$ cat src/glyphs.mem
// One glyph per line as 32 hex digits, glyph code 0 on the first data line
// Leftmost byte is glyph row 0 at the top, MSB of each byte is the leftmost pixel
00007CC6C6CEDEF6E6C6C67C00000000
00001838781818181818187E00000000
00007CC6060C183060C0C6FE00000000
00007CC606063C060606C67C00000000
00000C1C3C6CCCFE0C0C0C1E00000000
0000FEC0C0C0FC060606C67C00000000
00003860C0C0FCC6C6C6C67C00000000
0000FEC606060C183030303000000000
00007CC6C6C67CC6C6C6C67C00000000
00007CC6C6C67E0606060C7800000000
00000000181800000018180000000000
0000000002060C183060C08000000000
00000000000000000000000000000000
000010387CFE38383838383800000000
000010386CC6C6FEC6C6C6C600000000
0000FC6666667C66666666FC00000000
00003C66C2C0C0C0C0C2663C00000000
0000F86C6666666666666CF800000000
0000FE6662687868606266FE00000000
00003C66C2C0C0DEC6C6663A00000000
00003C18181818181818183C00000000
00001E0C0C0C0C0CCCCCCC7800000000
0000F06060606060606266FE00000000
0000C6EEFEFED6C6C6C6C6C600000000
0000C6E6F6FEDECEC6C6C6C600000000
00007CC6C6C6C6C6C6C6C67C00000000
0000FC6666667C60606060F000000000
0000FC6666667C6C666666E600000000
00007CC6C660380C06C6C67C00000000
0000FFDB991818181818183C00000000
0000C6C6C6C6C6C6C6C6C67C00000000
0000C6C6C6C6C6C6C66C381000000000

$ cat src/text_overlay_pkg.sv
package text_overlay_pkg;

	//////////////////////////////////////////////////
	// Widths and types
	//////////////////////////////////////////////////
	typedef logic [9:0] coord_t; // Raster coordinate
	typedef logic [3:0] bcd_t; // Above 9 shows blank
	typedef logic [4:0] glyph_t; // Index into 32 glyph table
	typedef logic [3:0] glyph_row_t;
	typedef logic [2:0] glyph_col_t;
	typedef logic [7:0] font_row_t; // MSB is leftmost pixel
	typedef logic [127:0] glyph_bits_t; // 16 rows of 8 pixels, row 0 on top
	typedef logic [11:0] rgb_t; // 4 bits per channel
	typedef logic [2:0] weekday_t; // 0 Monday .. 6 Sunday, 7 none
	typedef logic [1:0] cursor_loc_t; // 0 right, 1 middle, 2 left, 3 off
	typedef logic [3:0] large_band_t; // pixel_y / 64
	typedef logic [4:0] large_cell_t; // pixel_x / 32
	typedef logic [4:0] medium_band_t; // pixel_y / 32
	typedef logic [5:0] medium_cell_t; // pixel_x / 16

	typedef enum logic [1:0] {
		cfg_normal = 2'd0,
		cfg_time = 2'd1,
		cfg_date = 2'd2
	} config_mode_t; // Code 3 falls back to normal

	//////////////////////////////////////////////////
	// Glyph codes
	//////////////////////////////////////////////////
	localparam int GLYPH_COUNT = 32;
	localparam string GLYPH_FILE = "/design/src/glyphs.mem";
	localparam glyph_t G_DIGIT0 = 5'd0; // Digits 0..9 in order
	localparam glyph_t G_COLON = 5'd10;
	localparam glyph_t G_SLASH = 5'd11;
	localparam glyph_t G_BLANK = 5'd12;
	localparam glyph_t G_ARROW = 5'd13; // Up arrow for cursor
	localparam glyph_t G_A = 5'd14;
	localparam glyph_t G_B = 5'd15;
	localparam glyph_t G_C = 5'd16;
	localparam glyph_t G_D = 5'd17;
	localparam glyph_t G_E = 5'd18;
	localparam glyph_t G_G = 5'd19;
	localparam glyph_t G_I = 5'd20;
	localparam glyph_t G_J = 5'd21;
	localparam glyph_t G_L = 5'd22;
	localparam glyph_t G_M = 5'd23;
	localparam glyph_t G_N = 5'd24;
	localparam glyph_t G_O = 5'd25;
	localparam glyph_t G_P = 5'd26;
	localparam glyph_t G_R = 5'd27;
	localparam glyph_t G_S = 5'd28;
	localparam glyph_t G_T = 5'd29;
	localparam glyph_t G_U = 5'd30;
	localparam glyph_t G_V = 5'd31;

	//////////////////////////////////////////////////
	// Layout bands and cells
	//////////////////////////////////////////////////
	localparam large_band_t TIME_BAND = 4'd2; // 32x64 font
	localparam large_cell_t TIME_CELL_FIRST = 5'd7;
	localparam large_cell_t TIME_CELLS = 5'd8;
	localparam medium_band_t AMPM_BAND = 5'd1; // 16x32 font from here on
	localparam medium_cell_t AMPM_CELL_FIRST = 6'd26;
	localparam medium_cell_t AMPM_CELLS = 6'd2;
	localparam medium_band_t DATE_BAND = 5'd11;
	localparam medium_cell_t DATE_CELL_FIRST = 6'd8;
	localparam medium_cell_t DATE_CELLS = 6'd8;
	localparam medium_band_t WDAY_BAND = 5'd13;
	localparam medium_cell_t WDAY_CELL_FIRST = 6'd8;
	localparam medium_cell_t WDAY_CELLS = 6'd9;
	localparam medium_band_t CUR_TIME_BAND = 5'd6; // Under the large digits
	localparam medium_cell_t CUR_TIME_PAIR0 = 6'd26;
	localparam medium_cell_t CUR_TIME_PAIR1 = 6'd20;
	localparam medium_cell_t CUR_TIME_PAIR2 = 6'd14;
	localparam medium_cell_t CUR_TIME_CELLS = 6'd4;
	localparam medium_band_t CUR_DATE_BAND = 5'd12; // Between date and weekday
	localparam medium_cell_t CUR_DATE_PAIR0 = 6'd14;
	localparam medium_cell_t CUR_DATE_PAIR1 = 6'd11;
	localparam medium_cell_t CUR_DATE_PAIR2 = 6'd8;
	localparam medium_cell_t CUR_DATE_CELLS = 6'd2;

	localparam rgb_t COL_WHITE = 12'hFFF;
	localparam rgb_t COL_GREEN = 12'h2F2;
	localparam rgb_t COL_RED = 12'hF11;

	// Digit to glyph, out of range values go blank
	function automatic glyph_t digit_glyph(input bcd_t digit);
		glyph_t g;
		if (digit > 4'd9)
			g = G_BLANK;
		else
			g = G_DIGIT0 + glyph_t'(digit);
		return g;
	endfunction

endpackage

$ cat src/field_if.sv
interface field_if
	import text_overlay_pkg::*;
();
	logic hit; // Pixel lies inside the block
	glyph_t glyph; // Glyph shown in the hit cell
	glyph_row_t row; // Row inside glyph, already scaled
	glyph_col_t col; // Column inside glyph, already scaled

	modport src
	(
		output hit,
		output glyph,
		output row,
		output col
	);

	modport sink
	(
		input hit,
		input glyph,
		input row,
		input col
	);
endinterface

$ cat src/clock_field.sv
module clock_field
	import text_overlay_pkg::*;
(
	input coord_t pixel_x,
	input coord_t pixel_y,
	input bcd_t hour_tens,
	input bcd_t hour_units,
	input bcd_t min_tens,
	input bcd_t min_units,
	input bcd_t sec_tens,
	input bcd_t sec_units,
	input logic pm,
	field_if.src fld
);
	large_band_t lg_band;
	large_cell_t lg_cell;
	large_cell_t time_ofs;
	medium_band_t md_band;
	medium_cell_t md_cell;
	medium_cell_t ampm_ofs;
	logic time_hit;
	logic ampm_hit;
	glyph_t time_glyph;
	glyph_t ampm_glyph;

	assign lg_band = pixel_y[9:6]; // Large font grid
	assign lg_cell = pixel_x[9:5];
	assign md_band = pixel_y[9:5]; // Medium font grid
	assign md_cell = pixel_x[9:4];
	assign time_ofs = lg_cell - TIME_CELL_FIRST; // Cell inside the block
	assign ampm_ofs = md_cell - AMPM_CELL_FIRST;

	//////////////////////////////////////////////////
	// HH:MM:SS block
	//////////////////////////////////////////////////
	assign time_hit = (lg_band == TIME_BAND) && (lg_cell >= TIME_CELL_FIRST)
		&& (lg_cell < TIME_CELL_FIRST + TIME_CELLS);

	always_comb
	begin
		case (time_ofs[2:0])
			3'd0: time_glyph = digit_glyph(hour_tens);
			3'd1: time_glyph = digit_glyph(hour_units);
			3'd2: time_glyph = G_COLON;
			3'd3: time_glyph = digit_glyph(min_tens);
			3'd4: time_glyph = digit_glyph(min_units);
			3'd5: time_glyph = G_COLON;
			3'd6: time_glyph = digit_glyph(sec_tens);
			default: time_glyph = digit_glyph(sec_units);
		endcase
	end

	//////////////////////////////////////////////////
	// AM/PM tag
	//////////////////////////////////////////////////
	assign ampm_hit = (md_band == AMPM_BAND) && (md_cell >= AMPM_CELL_FIRST)
		&& (md_cell < AMPM_CELL_FIRST + AMPM_CELLS);
	assign ampm_glyph = ampm_ofs[0] ? G_M : (pm ? G_P : G_A); // A or P, then M

	// Bands never overlap, the time block just takes precedence
	assign fld.hit = time_hit | ampm_hit;
	assign fld.glyph = time_hit ? time_glyph : ampm_glyph;
	assign fld.row = time_hit ? pixel_y[5:2] : pixel_y[4:1]; // 4x or 2x scale
	assign fld.col = time_hit ? pixel_x[4:2] : pixel_x[3:1];

endmodule

$ cat src/date_field.sv
module date_field
	import text_overlay_pkg::*;
(
	input coord_t pixel_x,
	input coord_t pixel_y,
	input bcd_t day_tens,
	input bcd_t day_units,
	input bcd_t month_tens,
	input bcd_t month_units,
	input bcd_t year_tens,
	input bcd_t year_units,
	input weekday_t weekday,
	field_if.src fld,
	output logic wday_hit
);
	medium_band_t md_band;
	medium_cell_t md_cell;
	medium_cell_t date_ofs;
	medium_cell_t wday_ofs;
	logic date_hit;
	glyph_t date_glyph;
	glyph_t wday_glyph;
	glyph_t [0:8] wday_text; // Nine cells, element 0 on the left

	assign md_band = pixel_y[9:5];
	assign md_cell = pixel_x[9:4];
	assign date_ofs = md_cell - DATE_CELL_FIRST;
	assign wday_ofs = md_cell - WDAY_CELL_FIRST;

	//////////////////////////////////////////////////
	// DD/MM/YY block
	//////////////////////////////////////////////////
	assign date_hit = (md_band == DATE_BAND) && (md_cell >= DATE_CELL_FIRST)
		&& (md_cell < DATE_CELL_FIRST + DATE_CELLS);

	always_comb
	begin
		case (date_ofs[2:0])
			3'd0: date_glyph = digit_glyph(day_tens);
			3'd1: date_glyph = digit_glyph(day_units);
			3'd2: date_glyph = G_SLASH;
			3'd3: date_glyph = digit_glyph(month_tens);
			3'd4: date_glyph = digit_glyph(month_units);
			3'd5: date_glyph = G_SLASH;
			3'd6: date_glyph = digit_glyph(year_tens);
			default: date_glyph = digit_glyph(year_units);
		endcase
	end

	//////////////////////////////////////////////////
	// Weekday name in Spanish
	//////////////////////////////////////////////////
	assign wday_hit = (md_band == WDAY_BAND) && (md_cell >= WDAY_CELL_FIRST)
		&& (md_cell < WDAY_CELL_FIRST + WDAY_CELLS);

	always_comb
	begin
		case (weekday)
			3'd0: wday_text = {G_L, G_U, G_N, G_E, G_S, G_BLANK, G_BLANK, G_BLANK, G_BLANK};
			3'd1: wday_text = {G_M, G_A, G_R, G_T, G_E, G_S, G_BLANK, G_BLANK, G_BLANK};
			3'd2: wday_text = {G_M, G_I, G_E, G_R, G_C, G_O, G_L, G_E, G_S};
			3'd3: wday_text = {G_J, G_U, G_E, G_V, G_E, G_S, G_BLANK, G_BLANK, G_BLANK};
			3'd4: wday_text = {G_V, G_I, G_E, G_R, G_N, G_E, G_S, G_BLANK, G_BLANK};
			3'd5: wday_text = {G_S, G_A, G_B, G_A, G_D, G_O, G_BLANK, G_BLANK, G_BLANK};
			3'd6: wday_text = {G_D, G_O, G_M, G_I, G_N, G_G, G_O, G_BLANK, G_BLANK};
			default: wday_text = {9{G_BLANK}}; // No weekday set
		endcase
	end

	// Cells past the name stay blank, keeps the index in range
	assign wday_glyph = (wday_ofs < WDAY_CELLS) ? wday_text[wday_ofs[3:0]] : G_BLANK;

	assign fld.hit = date_hit | wday_hit;
	assign fld.glyph = date_hit ? date_glyph : wday_glyph;
	assign fld.row = pixel_y[4:1]; // Both blocks at 2x scale
	assign fld.col = pixel_x[3:1];

	// Green selection downstream relies on one block at a time
	a_date_wday_excl: assert final (!(date_hit && wday_hit))
		else $error("date and weekday blocks hit on the same pixel");

endmodule

$ cat src/cursor_field.sv
module cursor_field
	import text_overlay_pkg::*;
(
	input coord_t pixel_x,
	input coord_t pixel_y,
	input config_mode_t config_mode,
	input cursor_loc_t cursor_location,
	field_if.src fld
);
	medium_band_t md_band;
	medium_cell_t md_cell;
	medium_band_t cur_band; // Band for the active mode
	medium_cell_t pair_first; // Leftmost cell of selected pair
	medium_cell_t pair_cells;
	logic armed; // Mode and location both valid

	assign md_band = pixel_y[9:5];
	assign md_cell = pixel_x[9:4];

	always_comb
	begin
		armed = 1'b0;
		cur_band = CUR_TIME_BAND;
		pair_first = CUR_TIME_PAIR0;
		pair_cells = CUR_TIME_CELLS;
		case (config_mode)
			cfg_time:
			begin
				armed = (cursor_location != 2'd3);
				case (cursor_location)
					2'd1: pair_first = CUR_TIME_PAIR1; // Minutes
					2'd2: pair_first = CUR_TIME_PAIR2; // Hours
					default: pair_first = CUR_TIME_PAIR0; // Seconds
				endcase
			end
			cfg_date:
			begin
				armed = (cursor_location != 2'd3);
				cur_band = CUR_DATE_BAND;
				pair_cells = CUR_DATE_CELLS;
				case (cursor_location)
					2'd1: pair_first = CUR_DATE_PAIR1; // Month
					2'd2: pair_first = CUR_DATE_PAIR2; // Day
					default: pair_first = CUR_DATE_PAIR0; // Year
				endcase
			end
			default: armed = 1'b0; // Normal and code 3
		endcase
	end

	assign fld.hit = armed && (md_band == cur_band) && (md_cell >= pair_first)
		&& (md_cell < pair_first + pair_cells);
	assign fld.glyph = G_ARROW;
	assign fld.row = pixel_y[4:1];
	assign fld.col = pixel_x[3:1];

	a_cursor_mode: assert final (!fld.hit || (config_mode inside {cfg_time, cfg_date}))
		else $error("cursor drawn outside a configuration mode");

endmodule

$ cat src/glyph_select.sv
module glyph_select
	import text_overlay_pkg::*;
(
	input logic clk,
	input logic rst_n,
	field_if.sink clk_fld,
	field_if.sink date_fld,
	field_if.sink cur_fld,
	input logic wday_hit,
	output glyph_t rom_glyph,
	output glyph_row_t rom_row,
	output logic sel_on,
	output glyph_col_t sel_col,
	output rgb_t sel_rgb
);
	logic nxt_on;
	glyph_t nxt_glyph;
	glyph_row_t nxt_row;
	glyph_col_t nxt_col;
	rgb_t nxt_rgb;

	//////////////////////////////////////////////////
	// Priority mux, clock then date then cursor
	//////////////////////////////////////////////////
	always_comb
	begin
		nxt_on = 1'b1;
		if (clk_fld.hit)
		begin
			nxt_glyph = clk_fld.glyph;
			nxt_row = clk_fld.row;
			nxt_col = clk_fld.col;
			nxt_rgb = COL_WHITE; // Time and AM/PM
		end
		else if (date_fld.hit)
		begin
			nxt_glyph = date_fld.glyph;
			nxt_row = date_fld.row;
			nxt_col = date_fld.col;
			nxt_rgb = wday_hit ? COL_GREEN : COL_WHITE;
		end
		else
		begin
			nxt_on = cur_fld.hit; // Background when cursor misses too
			nxt_glyph = cur_fld.glyph;
			nxt_row = cur_fld.row;
			nxt_col = cur_fld.col;
			nxt_rgb = COL_RED;
		end
	end

	always_ff @(posedge clk)
	begin
		if (!rst_n)
			sel_on <= 1'b0;
		else
			sel_on <= nxt_on;
	end

	always_ff @(posedge clk)
	begin
		rom_glyph <= nxt_glyph; // ROM address for next edge
		rom_row <= nxt_row;
		sel_col <= nxt_col;
		sel_rgb <= nxt_rgb;
	end

	// Field layouts are disjoint across all three decoders
	a_field_onehot: assert property (@(posedge clk) disable iff (!rst_n)
		$onehot0({clk_fld.hit, date_fld.hit, cur_fld.hit}))
		else $error("overlapping text fields at one pixel");

endmodule

$ cat src/font_rom.sv
module font_rom
	import text_overlay_pkg::*;
(
	input logic clk,
	input glyph_t glyph,
	input glyph_row_t row,
	output font_row_t font_row
);
	glyph_bits_t rom [GLYPH_COUNT]; // One 128 bit line per glyph

	initial
	begin
		$readmemh(GLYPH_FILE, rom);
	end

	// Row 0 is the top byte, so flip the row for the part select
	always_ff @(posedge clk)
	begin
		font_row <= rom[glyph][{~row, 3'b000} +: 8];
	end

endmodule

$ cat src/pixel_stage.sv
module pixel_stage
	import text_overlay_pkg::*;
(
	input logic clk,
	input logic rst_n,
	input logic sel_on,
	input glyph_col_t sel_col,
	input rgb_t sel_rgb,
	input font_row_t font_row,
	output logic text_on,
	output rgb_t text_rgb
);
	logic stg_on; // Lines up with font_row
	glyph_col_t stg_col;
	rgb_t stg_rgb;
	logic font_bit;

	always_ff @(posedge clk)
	begin
		if (!rst_n)
			stg_on <= 1'b0;
		else
			stg_on <= sel_on;
	end

	always_ff @(posedge clk)
	begin
		stg_col <= sel_col;
		stg_rgb <= sel_rgb;
	end

	assign font_bit = font_row[~stg_col]; // Column 0 is the MSB

	always_ff @(posedge clk)
	begin
		if (!rst_n)
		begin
			text_on <= 1'b0;
			text_rgb <= '0;
		end
		else
		begin
			text_on <= stg_on;
			text_rgb <= (stg_on && font_bit) ? stg_rgb : '0; // Black off glyph
		end
	end

	a_rgb_needs_on: assert property (@(posedge clk) disable iff (!rst_n)
		(text_rgb != '0) |-> text_on)
		else $error("colour driven outside a text block");

endmodule

$ cat src/text_overlay_top.sv
module text_overlay_top
	import text_overlay_pkg::*;
(
	input logic clk,
	input logic rst_n,
	input bcd_t hour_tens, hour_units, min_tens, min_units, sec_tens, sec_units,
	input bcd_t day_tens, day_units, month_tens, month_units, year_tens, year_units,
	input logic pm,
	input weekday_t weekday,
	input config_mode_t config_mode,
	input cursor_loc_t cursor_location,
	input coord_t pixel_x,
	input coord_t pixel_y,
	output logic text_on,
	output rgb_t text_rgb
);
	field_if clk_fld();
	field_if date_fld();
	field_if cur_fld();

	logic wday_hit;
	glyph_t rom_glyph;
	glyph_row_t rom_row;
	logic sel_on;
	glyph_col_t sel_col;
	rgb_t sel_rgb;
	font_row_t font_row;

	//////////////////////////////////////////////////
	// Block decoders, all combinational
	//////////////////////////////////////////////////
	clock_field u_clock_field (
		.pixel_x(pixel_x), .pixel_y(pixel_y),
		.hour_tens(hour_tens), .hour_units(hour_units),
		.min_tens(min_tens), .min_units(min_units),
		.sec_tens(sec_tens), .sec_units(sec_units),
		.pm(pm), .fld(clk_fld.src)
	);

	date_field u_date_field (
		.pixel_x(pixel_x), .pixel_y(pixel_y),
		.day_tens(day_tens), .day_units(day_units),
		.month_tens(month_tens), .month_units(month_units),
		.year_tens(year_tens), .year_units(year_units),
		.weekday(weekday), .fld(date_fld.src), .wday_hit(wday_hit)
	);

	cursor_field u_cursor_field (
		.pixel_x(pixel_x), .pixel_y(pixel_y),
		.config_mode(config_mode), .cursor_location(cursor_location),
		.fld(cur_fld.src)
	);

	//////////////////////////////////////////////////
	// Three stage pixel pipeline
	//////////////////////////////////////////////////
	glyph_select u_glyph_select (
		.clk(clk), .rst_n(rst_n),
		.clk_fld(clk_fld.sink), .date_fld(date_fld.sink), .cur_fld(cur_fld.sink),
		.wday_hit(wday_hit),
		.rom_glyph(rom_glyph), .rom_row(rom_row),
		.sel_on(sel_on), .sel_col(sel_col), .sel_rgb(sel_rgb)
	);

	font_rom u_font_rom (
		.clk(clk), .glyph(rom_glyph), .row(rom_row), .font_row(font_row)
	);

	pixel_stage u_pixel_stage (
		.clk(clk), .rst_n(rst_n),
		.sel_on(sel_on), .sel_col(sel_col), .sel_rgb(sel_rgb),
		.font_row(font_row),
		.text_on(text_on), .text_rgb(text_rgb)
	);

endmodule

$ cat config.mk
export PLATFORM = sky130hd
export DESIGN_NAME = text_overlay_top
export DESIGN_NICKNAME = d
export VERILOG_FILES = /design/src/text_overlay_pkg.sv /design/src/field_if.sv /design/src/clock_field.sv /design/src/date_field.sv /design/src/cursor_field.sv /design/src/glyph_select.sv /design/src/font_rom.sv /design/src/pixel_stage.sv /design/src/text_overlay_top.sv
export SDC_FILE = /design/constraint.sdc
export NUM_CORES = 1
export LEC_CHECK = 0
export BUFFER_PORTS_ARGS = -buffer_cell sky130_fd_sc_hd__buf_2
export CAP_MARGIN = 20
export CORE_AREA = 4 4 53 55
export CTS_BUF_LIST = sky130_fd_sc_hd__clkbuf_2
export DETAILED_ROUTE_END_ITERATION = 10
export DIE_AREA = 0 0 57 59
export GPL_ROUTABILITY_DRIVEN = 0
export GPL_TIMING_DRIVEN = 0
export PLACE_DENSITY = 0.78
export SYNTH_ARGS = -nofsm -noshare
export SYNTH_HDL_FRONTEND = slang
export SYNTH_SLANG_ARGS = --single-unit
export TNS_END_PERCENT = 20
$ cat constraint.sdc
create_clock -name clk -period 3.65 [get_ports clk]
set_input_delay 0.5475 -clock clk [delete_from_list [all_inputs] [get_ports clk]]
set_output_delay 0.5475 -clock clk [all_outputs]
set_load 0.02 [all_outputs]
## Word-level counts from Yosys, hierarchy flattened

Index checks and enable logic that the tools add are counted.

- Bits in registers: 57
- Input port bits: 78

- Equal/unequal tests: 10
- Shifts and indexed selects: 1
- Add/sub/neg operators: 1
- $lt $le $gt $ge: 10
- Mux-type cells: 16
- Bitwise gates (word level): 5
- Reduce and logical (&&, ||, !) cells: 15

Operators with widths:

| cell | number |
|---|---|
| variable part select 128 x 8 -> 8 bit (first input constant) | 1 |
| less-than comparator 6 x 5 -> 1 bit (second input constant) | 3 |
| logical AND 1 bit | 12 |
| 2-to-1 mux 12 bit | 1 |
| 2-to-1 mux 4 bit | 3 |
| case mux 6 bit (2 select lines) | 1 |
| equality test 5 x 4 -> 1 bit (second input constant) | 2 |
| case mux 5 bit (2 select lines) | 1 |
| 2-to-1 mux 3 bit | 3 |
| 2-to-1 mux 8 bit | 1 |
| adder 6 x 3 -> 6 bit | 1 |
| >= comparator 6 x 4 -> 1 bit (second input constant) | 1 |
| >= comparator 6 x 5 -> 1 bit (second input constant) | 1 |
| >= comparator 6 bit | 1 |
| less-than comparator 6 bit | 1 |
| case mux 3 bit (2 select lines) | 1 |
| equality test 5 x 1 -> 1 bit (second input constant) | 1 |
| equality test 5 x 4 -> 1 bit | 1 |
| >= comparator 5 x 3 -> 1 bit (second input constant) | 1 |
| less-than comparator 5 x 4 -> 1 bit (second input constant) | 1 |
| equality test 2 x 1 -> 1 bit (second input constant) | 2 |
| equality test 2 bit (second input constant) | 2 |
| equality test 4 x 2 -> 1 bit (second input constant) | 1 |
| less-than comparator 3 x 4 -> 1 bit (second input constant) | 1 |
| other kinds (9) | 14 |

## Depth between registers and ports, before layout

- Depth in word-level cells: 8
- Gate-level depth with buffers: 14
- Gate-level depth less buffers: 14

## By module

Synthesis repeated with hierarchy kept, for this count alone.

- Cell total of the unflattened synthesis: 464
- Area, all modules: 3866.2 um2

By module, submodules not included:

| module | times used | cells each | area each (um2) |
|---|---|---|---|
| date_field | 1 | 167 | 1051.0 |
| pixel_stage | 1 | 56 | 863.3 |
| glyph_select | 1 | 72 | 694.4 |
| clock_field | 1 | 86 | 614.3 |
| cursor_field | 1 | 74 | 579.3 |
| font_rom | 1 | 9 | 63.8 |

## Worst setup path before layout

OpenSTA, ideal clock, no wires.

- Path type: input-to-reg
- Start: input port config_mode[0]
- End: register u_glyph_select.sel_on
- Arrival time: 2.917 ns
- Cell stages on the path: 12
- Library setup time: 0.074 ns
- Slack: 0.659 ns
- Path buffers: 0
- Path through: inv_1 ha_1 a21o_1 a21o_1 ha_1 inv_1 fa_1 or3_1 ha_1 a2111oi_2 o2111ai_1 a31oi_1

- Cells in the longest elaborated chain, start to end: 8
- Elaborated cells on any way between the ends: 16

Ends and longest elaborated chain:

| item | RTL line | source |
|---|---|---|
| start: declaration | text_overlay_top.sv:10 | `input config_mode_t config_mode,` |
| branches (longest 5 deep; another with adder 6 x 3 -> 6 bit) | -- |  |
| logical AND 1 bit (*) | cursor_field.sv:52 | `&& (md_cell < pair_first + pair_cells);` |
| 2-to-1 mux 1 bit (*) | glyph_select.sv:35 | `else if (date_fld.hit)` |
| 2-to-1 mux 1 bit (*) | glyph_select.sv:28 | `if (clk_fld.hit)` |
| end signal: assignment | glyph_select.sv:57 | `sel_on <= nxt_on;` |
| end: declaration | glyph_select.sv:12 | `output logic sel_on,` |

Mark *: on every way between the ends.
A chain may end at the register's enable or synchronous reset.

## Worst setup path in the final report

Ends and elaborated chain as after synthesis.

==> run_results.csv <==
group,metric,value,unit
global_route,grt_pass1_vias,695,
clock_tree,post_cts_buffers,0,
clock_tree,postCtsHoldBufs,0,
clock_tree,cts_tree,"yes",
clock_tree,cts.clk_slew.worst_paths,0.05,ns
synthesis,yosys_most_used_dff,"dfxtp_1",
global_route,track_usage,0.107,
synthesis,netlist.area_leader.share,0.288,
timing,holdWs,0.427,ns
timing,skew,0.00653,ns
final_layout,area_growth,24.9,%
clock_tree,cts_buffer_depth,2,
final_layout,antennaDiodeCount,0,
die,die_h,59,um
detailed_routing,first_pass_iters,4,
synthesis,synth_warnings,0,
flow_run,maxCapViolCount,0,
critical_path,crit_required,3.78,ns
detailed_routing,vias,717,
clock_tree,numClockSinks,3,
timing,grt_setup_unrepaired,"false",
synthesis,synth_edf_count,0,
critical_path,endpoint_kind,"flop",
placed_design,portBuffers,17,
detailed_routing,wirelength,1650,um
synthesis,synthesis.instances,92,
timing,setup_tns,0,ns
timing,fmax,315,MHz
clock_tree,numCtsBuffers,3,
final_layout,final_nets,221,
detailed_routing,avgRoutedWirePerCell,10.7,um
die,start_util,0.310,
placed_design,pre_cts_ws,0.241,ns
global_route,grt_pass1_wl,2960,um
synthesis,synthTopCellsByCount,"17 x ha_1, 14 x inv_1, 12 x buf_4",
timing,hold_viol,0,
global_route,overflow,0,
clock_tree,clock_latency,0.21,ns
power_and_ir_drop,power_density,205,nW/um2
timing,setup_violations,0,
timing,slew_violations,0,
timing,setup_slack,0.478,ns
critical_path,crit_fanout,3,
timing,min_period_over_period,0.869,
min_path,holdCritPathClass,"reg2reg",
clock_tree,htree_levels,1,
timing,fin_crit,3.17,ns
synthesis,synth_most_common_cell,"ha_1",
clock_tree,cts_root_buf,"clkbuf_2",
synthesis,yosys.area.top_type,"ha_1",
critical_path,crit_type,"in2reg",
die,fp-row-count,18,
die,die-width,57,um
placed_design,dp_hpwl,1440,um
detailed_routing,vias_per_cell,4.66,
detailed_routing,ant_nets,0,
critical_path,critPathArrivalTime,3.31,ns
global_route,antenna_found_initial,0,
detailed_routing,drt_iter0_markers,23,
critical_path,critPathLaunchType,"primary input",
synthesis,ys_seq_area_frac,0.0812,
die,ios,91,
detailed_routing,drc,0,
power_and_ir_drop,ir_worst_vdd,0.152,mV
synthesis,synth_cell_type_count,32,
die,coreArea,2390,um2
final_layout,n_fill_cell,259,
die,dieArea,3360,um2
final_layout,drive_gt1_frac,0.298,
synthesis,ys_async_sr_fraction,0,
clock_tree,post_cts_resized,0,
synthesis,avgSynthCellArea,8.04,um2
power_and_ir_drop,leakagePower,0.527,nW
global_route,grt_max_degree,8,
synthesis,ys_top_cells_by_area,"ha_1 29%, buf_4 12%, dfxtp_1 8.1%",
synthesis,netlist_area,739,um2
synthesis,ys_ff_latch,3,
status,status,"finished clean",
cells by family (layout without fill, tap and decap cells):
logic type / after synthesis / in the layout / synth area share
xor+xnor: 3 / 3 / 0.0355
other cells: 1 / 12 / 0.00507
mux: 1 / 1 / 0.0135
buf+inv: 27 / 48 / 0.198
flops: 3 / 3 / 0.0812
simple gates: 20 / 20 / 0.157
compound gates: 19 / 19 / 0.195
fa+ha+maj: 18 / 18 / 0.315
final timing paths:
check	cells past startpoint	startpoint	slack, ns	to
hold reg to reg	1	u_glyph_select.sel_on$_SDFF_PN0_	0.43	u_pixel_stage.stg_on$_SDFF_PN0_
hold / removal	1	u_glyph_select.sel_on$_SDFF_PN0_	0.43	u_pixel_stage.stg_on$_SDFF_PN0_
setup / recovery	13	config_mode[0]	0.48	u_glyph_select.sel_on$_SDFF_PN0_
setup reg to reg	1	u_pixel_stage.stg_on$_SDFF_PN0_	3.10	u_pixel_stage.text_on$_SDFF_PN0_
layer usage:
layer | GRT usage | vias up | share of wire
li1 | - | 362 | -
met1 | 0.142 | 314 | 0.46
met3 | 0.0370 | 3 | 0.11
met2 | 0.173 | 38 | 0.42
met5 | 0 | - | 0
met4 | 0.0166 | 0 | 0.0073
worst max-delay path, cell delays in order:
cell       delay [ns]
buf_2            0.09
inv_1            0.04
ha_1             0.33
a21o_1           0.12
a21o_1           0.11
ha_1             0.16
inv_1            0.06
fa_1             0.39
or3_1            0.40
ha_1             0.34
a2111oi_2        0.37
o2111ai_1        0.18
a31oi_1          0.16
layout make-up:
type                            count  area (um2)  area share
Clock buffer                        4        20.0      0.0217
Buffer                             12        90.1      0.0976
Sequential cell                     3        60.1      0.0650
Tap cell                           30        37.5      0.0407
Timing Repair Buffer               17        85.1      0.0921
Inverter                           15        56.3      0.0610
Multi-Input combinational cell     73         574       0.622
cells in the final DEF, fill, tap and decap left out, drive strengths merged, types with 2 or more instances in the layout:
| cell type | count |
|---|---|
| nor2 | 4 |
| nand3 | 3 |
| and2 | 2 |
| buf | 29 |
| a21o | 4 |
| nor3 | 2 |
| ha | 17 |
| or3 | 2 |
| inv | 15 |
| xnor2 | 2 |
| a21oi | 3 |
| clkbuf | 4 |
| o21ai | 3 |
| dfxtp | 3 |
| conb | 12 |
| o2111ai | 3 |
sequential cells by signal, summed over array words and instances (netlist names):
signal	cells
u_pixel_stage.stg_on	1
u_pixel_stage.text_on	1
u_glyph_select.sel_on	1
power by group:
group | leakage, nW | internal (mW) | switching (mW)
clock | 0.0166 | 0.0289 | 0.0191
combinational | 0.486 | 0.0483 | 0.0597
sequential | 0.0242 | 0.0332 | 0.0000484
metrics by stage:
step                      instance area (um2)  power [mW]   util  cells
after detailed placement                  903       0.141  0.378    150
after floorplan                           781       0.111      -    103
final                                     923       0.189  0.387    154
after global routing                      923       0.208  0.387    154
after CTS                                 923       0.191  0.387    154
after global placement                    903       0.135  0.378    150
Note: power is estimated with default switching activity, not from simulation.
